[config.mk]
export PLATFORM = sky130hd
export DESIGN_NAME = lsu_top
export DESIGN_NICKNAME = d
export VERILOG_FILES = /design/src/lsu_pkg.sv /design/src/lsu_agu.sv /design/src/lsu_dmem.sv /design/src/lsu_iq.sv /design/src/lsu_iq_entry.sv /design/src/lsu_top.sv /design/src/lsu_wdata_fmt.sv
export VERILOG_INCLUDE_DIRS = /design/src
export SDC_FILE = /design/constraint.sdc
export NUM_CORES = 2
export LEC_CHECK = 0
export BUFFER_PORTS_ARGS = -buffer_cell sky130_fd_sc_hd__buf_2
export CORE_AREA = 2 2 525 788
export CTS_BUF_LIST = sky130_fd_sc_hd__clkbuf_8
export CTS_CLUSTER_SIZE = 28
export DETAILED_ROUTE_END_ITERATION = 8
export DIE_AREA = 0 0 527 790
export HOLD_SLACK_MARGIN = 0.03
export SYNTH_ARGS = -nofsm -noshare
export SYNTH_HDL_FRONTEND = slang
export SYNTH_SLANG_ARGS = --single-unit
[constraint.sdc]
create_clock -name clk -period 9.5 [get_ports clk]
set_input_delay 0.95 -clock clk [delete_from_list [all_inputs] [get_ports clk]]
set_output_delay 0.95 -clock clk [all_outputs]
set_load 0.005 [all_outputs]
[src/lsu_macros.svh]
`ifndef LSU_MACROS_SVH
`define LSU_MACROS_SVH

// ----------------------------------------------------------------------------
// load/store issue side sizing
// ----------------------------------------------------------------------------

// issue queue depth, power of two
`define LSU_IQ_SIZE 4

// result broadcast ports snooped by the queue
`define LSU_CDB_COUNT 2

// scratchpad depth in 32-bit words, power of two
`define LSU_MEM_WORDS 64

// rob tag width
`define LSU_ROB_ID_W 6

`endif

[src/lsu_pkg.sv]
`include "lsu_macros.svh"

package lsu_pkg;

    typedef logic [31:0] word_t;
    typedef logic [`LSU_ROB_ID_W-1:0] rob_id_t;

    // access size of a memory operation
    typedef enum logic [1:0] {
        MSIZE_BYTE = 2'd0,
        MSIZE_HALF = 2'd1,
        MSIZE_WORD = 2'd2
    } mem_size_e;

    // decoded memory operation
    typedef struct packed {
        logic      is_store;
        mem_size_e msize;
        logic      msigned;
        logic [11:0] offset;
        rob_id_t   wreg_id;
    } lsu_op_t;

    // one dispatch slot, operand 0 is store data, operand 1 is base
    typedef struct packed {
        logic           valid;
        lsu_op_t        op;
        logic [1:0]     src_ready;
        rob_id_t [1:0]  src_id;
        word_t [1:0]    src_data;
    } dispatch_t;

    // one result broadcast
    typedef struct packed {
        logic    valid;
        rob_id_t id;
        word_t   data;
    } cdb_t;

    typedef struct packed {
        logic    valid;
        lsu_op_t op;
        word_t   base;
        word_t   sdata;
    } issue_t;

    typedef struct packed {
        word_t addr;
        logic  misaligned;
    } agu_t;

    typedef struct packed {
        logic    valid;
        rob_id_t wreg_id;
        word_t   data;
        logic    ale;
    } lsu_result_t;

    // memory word seen as byte lanes or halfword lanes
    typedef union packed {
        logic [3:0][7:0]  b;
        logic [1:0][15:0] h;
    } mem_word_u;

endpackage

[src/lsu_agu.sv]
`timescale 1ns/1ps

module lsu_agu (
    input  lsu_pkg::issue_t issue_i,
    output lsu_pkg::agu_t   agu_o
);

    import lsu_pkg::*;

    word_t offset_sext;
    word_t addr;

    assign offset_sext = {{20{issue_i.op.offset[11]}}, issue_i.op.offset};
    assign addr        = issue_i.base + offset_sext;

    // low address bits must be zero for the access size
    always_comb begin
        agu_o.addr = addr;
        case (issue_i.op.msize)
            MSIZE_HALF: begin
                agu_o.misaligned = addr[0];
            end
            MSIZE_WORD: begin
                agu_o.misaligned = |addr[1:0];
            end
            default: begin
                agu_o.misaligned = 1'b0;
            end
        endcase
    end

endmodule

[src/lsu_dmem.sv]
`timescale 1ns/1ps
`include "lsu_macros.svh"

module lsu_dmem #(
    parameter int MEM_WORDS = `LSU_MEM_WORDS
) (
    input  logic                    clk,
    input  logic                    rst_i,
    input  logic                    flush_i,

    input  logic                    issue_valid_i,
    input  lsu_pkg::lsu_op_t        op_i,
    input  lsu_pkg::agu_t           agu_i,
    input  lsu_pkg::word_t          wdata_i,

    output lsu_pkg::lsu_result_t    result_o
);

    import lsu_pkg::*;

    localparam int IDX_W = $clog2(MEM_WORDS);

    mem_word_u          mem_q [MEM_WORDS];
    logic [IDX_W-1:0]   idx;
    logic               do_access;
    logic [3:0]         strb;
    mem_word_u          rd_word;
    logic [7:0]         lane_b;
    logic [15:0]        lane_h;
    word_t              load_data;

    // a flush also kills the operation leaving the issue register
    assign do_access = issue_valid_i & ~flush_i;
    assign idx       = agu_i.addr[IDX_W+1:2];
    assign rd_word   = mem_q[idx];

    // ------------------------------------------------------------------------
    // store path
    // ------------------------------------------------------------------------
    always_comb begin
        case (op_i.msize)
            MSIZE_BYTE: strb = 4'b0001 << agu_i.addr[1:0];
            MSIZE_HALF: strb = agu_i.addr[1] ? 4'b1100 : 4'b0011;
            default:    strb = 4'b1111;
        endcase
    end

    always_ff @(posedge clk) begin
        if (do_access && op_i.is_store && !agu_i.misaligned) begin
            for (int b = 0; b < 4; b++) begin
                if (strb[b]) begin
                    mem_q[idx].b[b] <= wdata_i[8*b +: 8];
                end
            end
        end
    end

    // ------------------------------------------------------------------------
    // load path
    // ------------------------------------------------------------------------
    assign lane_b = rd_word.b[agu_i.addr[1:0]];
    assign lane_h = rd_word.h[agu_i.addr[1]];

    always_comb begin
        case (op_i.msize)
            MSIZE_BYTE: load_data = {{24{op_i.msigned & lane_b[7]}}, lane_b};
            MSIZE_HALF: load_data = {{16{op_i.msigned & lane_h[15]}}, lane_h};
            default:    load_data = rd_word;
        endcase
    end

    logic       res_valid_q;
    rob_id_t    res_id_q;
    word_t      res_data_q;
    logic       res_ale_q;

    always_ff @(posedge clk) begin
        if (rst_i || flush_i) begin
            res_valid_q <= 1'b0;
        end else begin
            res_valid_q <= do_access & ~op_i.is_store;
        end
    end

    // misaligned load reports ale with zero data
    always_ff @(posedge clk) begin
        res_id_q   <= op_i.wreg_id;
        res_data_q <= agu_i.misaligned ? '0 : load_data;
        res_ale_q  <= agu_i.misaligned;
    end

    always_comb begin
        result_o.valid   = res_valid_q;
        result_o.wreg_id = res_id_q;
        result_o.data    = res_data_q;
        result_o.ale     = res_ale_q;
    end

endmodule

[src/lsu_iq.sv]
`timescale 1ns/1ps
`include "lsu_macros.svh"

module lsu_iq #(
    parameter int IQ_SIZE   = `LSU_IQ_SIZE,
    parameter int CDB_COUNT = `LSU_CDB_COUNT
) (
    input  logic                            clk,
    input  logic                            rst_i,
    input  logic                            flush_i,

    input  lsu_pkg::dispatch_t [1:0]        disp_i,
    // queue can take two more operations
    output logic                            entry_ready_o,

    input  lsu_pkg::cdb_t [CDB_COUNT-1:0]   cdb_i,

    output lsu_pkg::issue_t                 issue_o
);

    import lsu_pkg::*;

    localparam int PTR_W = $clog2(IQ_SIZE);
    localparam int CNT_W = $clog2(IQ_SIZE + 1);

    // ------------------------------------------------------------------------
    // pointers and free count
    // ------------------------------------------------------------------------
    logic [PTR_W-1:0]   head_q, tail_q, tail_p1;
    logic [CNT_W-1:0]   free_q, free_d;
    logic [1:0]         n_acc;
    logic               issue_fire;

    logic [IQ_SIZE-1:0]         entry_ready;
    logic [IQ_SIZE-1:0]         entry_init;
    logic [IQ_SIZE-1:0]         entry_select;
    dispatch_t [IQ_SIZE-1:0]    entry_disp;
    lsu_op_t [IQ_SIZE-1:0]      entry_op;
    word_t [IQ_SIZE-1:0][1:0]   entry_data;

    // dispatch is only taken while the queue advertised room
    assign n_acc      = entry_ready_o ? (2'(disp_i[0].valid) + 2'(disp_i[1].valid)) : 2'd0;
    assign issue_fire = entry_ready[head_q];
    assign tail_p1    = tail_q + PTR_W'(1);
    assign free_d     = free_q - CNT_W'(n_acc) + CNT_W'(issue_fire);

    always_ff @(posedge clk) begin
        if (rst_i || flush_i) begin
            head_q        <= '0;
            tail_q        <= '0;
            free_q        <= CNT_W'(IQ_SIZE);
            entry_ready_o <= 1'b1;
        end else begin
            head_q        <= head_q + PTR_W'(issue_fire);
            tail_q        <= tail_q + PTR_W'(n_acc);
            free_q        <= free_d;
            entry_ready_o <= (free_d >= CNT_W'(2));
        end
    end

    // ------------------------------------------------------------------------
    // slot compaction, older slot always lands at the tail
    // ------------------------------------------------------------------------
    always_comb begin
        entry_init = '0;
        entry_disp = '0;
        if (entry_ready_o) begin
            if (disp_i[0].valid) begin
                entry_init[tail_q] = 1'b1;
                entry_disp[tail_q] = disp_i[0];
                if (disp_i[1].valid) begin
                    entry_init[tail_p1] = 1'b1;
                    entry_disp[tail_p1] = disp_i[1];
                end
            end else if (disp_i[1].valid) begin
                entry_init[tail_q] = 1'b1;
                entry_disp[tail_q] = disp_i[1];
            end
        end
    end

    // in-order issue, only the head may leave
    always_comb begin
        entry_select         = '0;
        entry_select[head_q] = issue_fire;
    end

    for (genvar i = 0; i < IQ_SIZE; i++) begin : g_entry
        lsu_iq_entry #(
            .CDB_COUNT(CDB_COUNT)
        ) entry_i (
            .clk,
            .rst_i,
            .flush_i,
            .init_i   (entry_init[i]),
            .disp_i   (entry_disp[i]),
            .select_i (entry_select[i]),
            .cdb_i,
            .ready_o  (entry_ready[i]),
            .op_o     (entry_op[i]),
            .data_o   (entry_data[i])
        );
    end

    // ------------------------------------------------------------------------
    // issue register
    // ------------------------------------------------------------------------
    logic       issue_valid_q;
    lsu_op_t    issue_op_q;
    word_t      issue_base_q;
    word_t      issue_sdata_q;

    always_ff @(posedge clk) begin
        if (rst_i || flush_i) begin
            issue_valid_q <= 1'b0;
        end else begin
            issue_valid_q <= issue_fire;
        end
    end

    always_ff @(posedge clk) begin
        if (issue_fire) begin
            issue_op_q    <= entry_op[head_q];
            issue_base_q  <= entry_data[head_q][1];
            issue_sdata_q <= entry_data[head_q][0];
        end
    end

    always_comb begin
        issue_o.valid = issue_valid_q;
        issue_o.op    = issue_op_q;
        issue_o.base  = issue_base_q;
        issue_o.sdata = issue_sdata_q;
    end

endmodule

[src/lsu_iq_entry.sv]
`timescale 1ns/1ps
`include "lsu_macros.svh"

module lsu_iq_entry #(
    parameter int CDB_COUNT = `LSU_CDB_COUNT
) (
    input  logic                                clk,
    input  logic                                rst_i,
    input  logic                                flush_i,

    input  logic                                init_i,
    input  lsu_pkg::dispatch_t                  disp_i,
    input  logic                                select_i,

    input  lsu_pkg::cdb_t [CDB_COUNT-1:0]       cdb_i,

    output logic                                ready_o,
    output lsu_pkg::lsu_op_t                    op_o,
    output lsu_pkg::word_t [1:0]                data_o
);

    import lsu_pkg::*;

    logic           busy_q;
    logic [1:0]     have_q;
    lsu_op_t        op_q;
    rob_id_t [1:0]  id_q;
    word_t [1:0]    data_q;

    // tags to snoop for, taken from the slot being loaded in the init cycle
    rob_id_t [1:0]  want_id;
    logic [1:0]     hit;
    word_t [1:0]    hit_data;

    assign want_id = init_i ? disp_i.src_id : id_q;

    always_comb begin
        for (int k = 0; k < 2; k++) begin
            hit[k]      = 1'b0;
            hit_data[k] = '0;
            for (int p = 0; p < CDB_COUNT; p++) begin
                if (cdb_i[p].valid && cdb_i[p].id == want_id[k]) begin
                    hit[k]      = 1'b1;
                    hit_data[k] = cdb_i[p].data;
                end
            end
        end
    end

    always_ff @(posedge clk) begin
        if (rst_i || flush_i) begin
            busy_q <= 1'b0;
            have_q <= '0;
        end else if (init_i) begin
            busy_q <= 1'b1;
            have_q <= disp_i.src_ready | hit;
        end else if (select_i) begin
            busy_q <= 1'b0;
        end else if (busy_q) begin
            have_q <= have_q | hit;
        end
    end

    // operand capture, an operand already held keeps its value
    always_ff @(posedge clk) begin
        if (init_i) begin
            op_q <= disp_i.op;
            id_q <= disp_i.src_id;
            for (int k = 0; k < 2; k++) begin
                data_q[k] <= disp_i.src_ready[k] ? disp_i.src_data[k] : hit_data[k];
            end
        end else begin
            for (int k = 0; k < 2; k++) begin
                if (!have_q[k] && hit[k]) begin
                    data_q[k] <= hit_data[k];
                end
            end
        end
    end

    assign ready_o = busy_q & (&have_q);
    assign op_o    = op_q;
    assign data_o  = data_q;

endmodule

[src/lsu_top.sv]
`timescale 1ns/1ps
`include "lsu_macros.svh"

module lsu_top (
    input  logic                                    clk,
    input  logic                                    rst_i,
    input  logic                                    flush_i,

    input  lsu_pkg::dispatch_t [1:0]                disp_i,
    output logic                                    entry_ready_o,

    input  lsu_pkg::cdb_t [`LSU_CDB_COUNT-1:0]      cdb_i,

    output lsu_pkg::lsu_result_t                    result_o
);

    import lsu_pkg::*;

    issue_t issue;
    agu_t   agu;
    word_t  wdata;

    lsu_iq #(
        .IQ_SIZE   (`LSU_IQ_SIZE),
        .CDB_COUNT (`LSU_CDB_COUNT)
    ) lsu_iq_i (
        .clk,
        .rst_i,
        .flush_i,
        .disp_i,
        .entry_ready_o,
        .cdb_i,
        .issue_o       (issue)
    );

    // address and store data are formed side by side
    lsu_agu lsu_agu_i (
        .issue_i (issue),
        .agu_o   (agu)
    );

    lsu_wdata_fmt lsu_wdata_fmt_i (
        .sdata_i (issue.sdata),
        .msize_i (issue.op.msize),
        .wdata_o (wdata)
    );

    lsu_dmem #(
        .MEM_WORDS (`LSU_MEM_WORDS)
    ) lsu_dmem_i (
        .clk,
        .rst_i,
        .flush_i,
        .issue_valid_i (issue.valid),
        .op_i          (issue.op),
        .agu_i         (agu),
        .wdata_i       (wdata),
        .result_o
    );

endmodule

[src/lsu_wdata_fmt.sv]
`timescale 1ns/1ps

module lsu_wdata_fmt (
    input  lsu_pkg::word_t      sdata_i,
    input  lsu_pkg::mem_size_e  msize_i,
    output lsu_pkg::word_t      wdata_o
);

    import lsu_pkg::*;

    // copy the payload into every lane, the strobe picks the real one
    always_comb begin
        case (msize_i)
            MSIZE_BYTE: begin
                wdata_o = {4{sdata_i[7:0]}};
            end
            MSIZE_HALF: begin
                wdata_o = {2{sdata_i[15:0]}};
            end
            default: begin
                wdata_o = sdata_i;
            end
        endcase
    end

endmodule

==> results.rst <==
.. list-table::
   :header-rows: 1

   * - Metric
     - Value
   * - Status
     - complete, no violations
   * - Cell total after placement
     - 12,700
   * - Xor and xnor area share after synthesis
     - 0.991%
   * - Simple-gate portion of the synthesized area
     - 9.00%
   * - Ys async rst share
     - 0%
   * - Slew of the pin with the lowest slew margin
     - 1.40 ns
   * - Crit path max fanout
     - 48
   * - M1 GR Usage
     - 17.9%
   * - Layout area overhead
     - 13.8%
   * - Global-route total usage across every layer
     - 17.1%
   * - Cell depth of the worst flop-to-flop path
     - 14
   * - HPWL Detailed
     - 232 mm
   * - Gr ovfl total
     - 0
   * - Largest family of logic cells by synthesized area
     - compound AO/OA/AOI/OAI gates
   * - Reg-to-reg critical path startpoint
     - lsu_iq_i.issue_base_q[4]$_DFFE_PP_
   * - WL per Instance
     - 27.9 microns
   * - Final core utilization
     - 28.4%
   * - Antenna violation net count after detailed routing
     - 0
   * - CP startpoint
     - lsu_iq_i.issue_base_q[4]$_DFFE_PP_
   * - Std cell rows
     - 288
   * - First-pass GRT wire length
     - 517 mm
   * - Pin count of the biggest net entering global routing
     - 121
   * - Clock tree from TritonCTS
     - built
   * - Number of warning messages in the yosys log
     - 0
   * - Die height
     - 790 microns
   * - Worst clock skew
     - 0.0897 ns
   * - Required @ worst endpoint
     - 10.40 ns
   * - Final hold violation count
     - 0
   * - Core region area
     - 409,000 sq um
   * - Met3 demand-to-capacity share in global routing
     - 4.12%
   * - Worst Setup End Kind
     - flop
   * - TritonCTS buffer count
     - 329
   * - Count of max-cap constraint violations
     - 0
   * - Die area
     - 416,000 sq um
   * - Period utilization
     - 69.9%
   * - Max clock buf depth
     - 4
   * - Worst setup path category
     - reg -> reg
   * - Total Negative Setup Slacks
     - 0 ns
   * - Number of filler cells placed in the layout
     - 41,400
   * - Worst vdd ir
     - 158 uV
   * - Floorplan die width
     - 527 microns
   * - Post-synthesis sequential area ratio
     - 70.9%
   * - Wirelength, routed
     - 372 mm
   * - Share of synthesized area spent on multiplexers
     - 3.17%
   * - Number of flops mapped to enable cells by yosys
     - 2,338
   * - Number of global-route vias before repair
     - 68,500
   * - Arrival time worst endpoint
     - 7.55 ns
   * - Critical-path cell with the highest stage delay
     - sky130_fd_sc_hd__nor4_1
   * - Drt first pass iters
     - 6
   * - DRC violation count after routing
     - 0
   * - Critical path destination
     - lsu_dmem_i.res_data_q[2]$_SDFF_PP0_
   * - Worst hold-check path type
     - in -> reg
   * - Syn Std Cell Area
     - 102,000 sq um
   * - Cells along the critical path
     - ha_2 -> buf_4 -> a21bo_2 -> a221o_1 -> nor2_4 -> buf_4 -> nand2_2 -> buf_4 -> o22ai_1 -> nor3_1 -> o22ai_1 -> nor4_1 -> o21ai_0 -> a211oi_1
   * - Net Count, Synth
     - 7,736
   * - Total area of multi-input combinational cells
     - 27,300 sq um
   * - Share of Yosys cell area claimed by the top area cell type
     - 68.8%
   * - Terminus of the critical flop-to-flop path
     - lsu_dmem_i.res_data_q[2]$_SDFF_PP0_
   * - Quantity of gates resized following cts
     - 0
   * - Average cell area after synthesis
     - 13.7 sq um
   * - Hold Buf Count CTS
     - 0
   * - Cell types occupying the most area after synthesis
     - sky130_fd_sc_hd__edfxtp_1, sky130_fd_sc_hd__nand2_1, sky130_fd_sc_hd__nor2_1
   * - Initial detailed-routing violation count
     - 8,502
   * - CTS sink cnt
     - 2,447
   * - Average vias per placed instance
     - 5.33
   * - Total setup buffers inserted after CTS
     - 0
   * - Post-synthesis register bit count
     - 2,447
   * - Predominant post-synthesis flop cell
     - sky130_fd_sc_hd__edfxtp_1
   * - Sort of element at the start of the critical path
     - flop
   * - Area fraction in compound gates after synthesis
     - 12.6%
   * - Slowest cell delay on critical path
     - 0.90 ns
   * - Net count, final
     - 7,980
   * - Number of max-slew violations in the final report
     - 0
   * - Clock root cell
     - sky130_fd_sc_hd__clkbuf_8
   * - H-tree depth
     - 5
   * - Leakage power of the design
     - 36.9 nW
   * - Setup repair after global routing missed its margin
     - false
   * - Unique cell type count in the Yosys netlist
     - 108
   * - Top-level I/O count
     - 324
   * - Initial antenna violation count
     - 55
   * - Area share of fa/ha/maj cells after synthesis
     - 0.333%
   * - Register-to-register setup slack
     - 2.86 ns
   * - Cells after Synth
     - 7,427
   * - Busiest layer in global routing
     - met2
   * - Final Wtd Congestion
     - 0.936
   * - Total area of sequential cells
     - 72,400 sq um
   * - Met2 track utilization from global routing
     - 29.4%
   * - Clock transition time at the flip-flop clock pins of the worst setup and hold paths
     - 0.08 ns
   * - Via count of the routed design
     - 71,000
   * - Final critical delay including setup and external delays
     - 6.64 ns
   * - Cell type with the highest occurrence count on the critical path
     - sky130_fd_sc_hd__buf_4
   * - Final non-filler cell total
     - 13,300
   * - Relative slew margins
     - 6.56%
   * - Power Density
     - 180 nW/um^2
   * - Share of cells above drive strength 1
     - 15.1%
   * - Number of endpoints failing setup at the final stage
     - 0
   * - Fmax achieved
     - 151 MHz
   * - Synth area leader
     - sky130_fd_sc_hd__edfxtp_1
   * - Buffers on Ports
     - 267
   * - Starting Density
     - 24.9%
   * - Worst-skew pair later-pin latency
     - 1.03 ns
==> power breakdown <==
| part | switching, mW | internal [mW] |
|---|---|---|
| clock network | 4.11 | 3.72 |
| registers | 0.0504 | 11.9 |
| logic | 0.744 | 0.364 |
| total | 4.91 | 16.0 |
==> kinds of logic (layout without fill, tap and decap cells) <==
family                     count (synthesis)  count (layout)
DFF                                     2447            2447
and+or+nand+nor                         2126            2126
AOI/OAI and AO/OA                       1868            1868
buffers and inverters                    656            1150
muxes                                    194             194
xor gates and xnor gates                 110             110
adders and majority gates                 26              26
other                                      0              30
==> cells in the final DEF (no fill, tap or decap), types with 21 or more instances in the layout <==
cell type	n
sky130_fd_sc_hd__and3_1	61
sky130_fd_sc_hd__o22ai_1	347
sky130_fd_sc_hd__mux4_2	100
sky130_fd_sc_hd__a211oi_1	59
sky130_fd_sc_hd__o221ai_1	145
sky130_fd_sc_hd__o21ai_0	171
sky130_fd_sc_hd__nor2_1	613
sky130_fd_sc_hd__xnor2_1	55
sky130_fd_sc_hd__edfxtp_1	2338
sky130_fd_sc_hd__buf_4	211
sky130_fd_sc_hd__o31ai_1	33
sky130_fd_sc_hd__clkbuf_8	339
sky130_fd_sc_hd__a32oi_1	34
sky130_fd_sc_hd__clkinv_2	48
sky130_fd_sc_hd__diode_2	30
sky130_fd_sc_hd__a31oi_1	189
sky130_fd_sc_hd__nand3_1	281
sky130_fd_sc_hd__clkinv_1	78
sky130_fd_sc_hd__nand2_1	877
sky130_fd_sc_hd__xor2_1	49
sky130_fd_sc_hd__ha_1	21
sky130_fd_sc_hd__a22oi_1	166
sky130_fd_sc_hd__a21oi_1	310
sky130_fd_sc_hd__nand4_1	44
sky130_fd_sc_hd__mux2i_1	80
sky130_fd_sc_hd__a221oi_1	141
sky130_fd_sc_hd__buf_2	267
sky130_fd_sc_hd__dfxtp_1	107
sky130_fd_sc_hd__inv_1	152
sky130_fd_sc_hd__nor3_1	79
sky130_fd_sc_hd__a311oi_1	42
==> synth_stat cells, types with 68 or more instances <==
master                     number
sky130_fd_sc_hd__a21oi_1      317
sky130_fd_sc_hd__a221oi_1     141
sky130_fd_sc_hd__a22oi_1      166
sky130_fd_sc_hd__a31oi_1      189
sky130_fd_sc_hd__buf_1         75
sky130_fd_sc_hd__buf_2        197
sky130_fd_sc_hd__clkbuf_1     248
sky130_fd_sc_hd__dfxtp_1      109
sky130_fd_sc_hd__edfxtp_1    2338
sky130_fd_sc_hd__inv_1         68
sky130_fd_sc_hd__mux2i_1       80
sky130_fd_sc_hd__mux4_2       100
sky130_fd_sc_hd__nand2_1      896
sky130_fd_sc_hd__nand3_1      286
sky130_fd_sc_hd__nor2_1       620
sky130_fd_sc_hd__nor3_1        86
sky130_fd_sc_hd__o21ai_0      180
sky130_fd_sc_hd__o221ai_1     145
sky130_fd_sc_hd__o22ai_1      347
==> critical path, delay by kind of cell, from the launching register on <==
family	cells	cell delay [ns]
compound gates	6	2.11
simple gates	4	1.93
buf+inv	3	1.43
fa+ha+maj	1	0.56
flops	1	0.40
==> per-layer routing <==
metal	wire length [microns]	vias up	share of wire, %
li1	-	29600	-
met1	120000	35400	32
met2	181000	4536	49
met3	36500	1353	9.8
met4	34500	60	9.3
met5	395	-	0.11
==> registers in the layout, indices dropped and copies added, names as in the netlist, 6 cells and up <==
signal and flops:
lsu_iq_i.g_entry.entry_i.op_o 72, lsu_dmem_i.res_data_q 32, lsu_iq_i.issue_base_q 8, lsu_iq_i.g_entry.entry_i.data_o 160, lsu_dmem_i.mem_q 2048, lsu_iq_i.g_entry.entry_i.id_q 48
lsu_iq_i.issue_sdata_q 32, lsu_iq_i.g_entry.entry_i.have_q 8, lsu_iq_i.issue_o 18, lsu_dmem_i.res_id_q 6
==> worst min-delay path by stage <==
stage,from,endpoint,slack [ns],depth (start not counted)
global route,disp_i[188],lsu_iq_i.g_entry[3].entry_i.op_o[9]$_SDFFCE_PN0N_,0.32,3
finish,disp_i[192],lsu_iq_i.g_entry[3].entry_i.op_o[13]$_SDFFCE_PN0N_,0.29,3
floorplan,lsu_iq_i.issue_o[64]$_DFFE_PP_,lsu_dmem_i.res_id_q[0]$_DFF_P_,0.32,0
CTS,disp_i[185],lsu_iq_i.g_entry[2].entry_i.op_o[6]$_SDFFCE_PN0N_,0.26,3
detailed placement,lsu_iq_i.issue_o[65]$_DFFE_PP_,lsu_dmem_i.res_id_q[1]$_DFF_P_,0.33,0
global placement,lsu_iq_i.issue_o[66]$_DFFE_PP_,lsu_dmem_i.res_id_q[2]$_DFF_P_,0.33,0
==> stage by stage <==
step | setup WS [ns] | hold slack (ns) | area (sq um) | total power, mW
3_5_place_dp | 3.14 | 0.328 | 110000 | 13.3
4_1_cts | 3.11 | 0.257 | 116000 | 20.9
3_3_place_gp | 3.24 | 0.328 | 110000 | 13.3
2_1_floorplan | 3.46 | 0.323 | 102000 | 12.9
5_1_grt | 2.96 | 0.316 | 116000 | 21.4
6_report | 2.86 | 0.295 | 116000 | 20.9
==> area by class of cell <==
cell class                      instances  area share, %
Tap cell                             5365           5.78
Clock inverter                        242           1.26
Inverter                               72          0.233
Multi-Input combinational cell       4324           23.5
Timing Repair Buffer                  497           2.84
Sequential cell                      2447           62.3
Antenna cell                           30         0.0646
Clock buffer                          339           4.02
(Power assumes the default switching activity.)
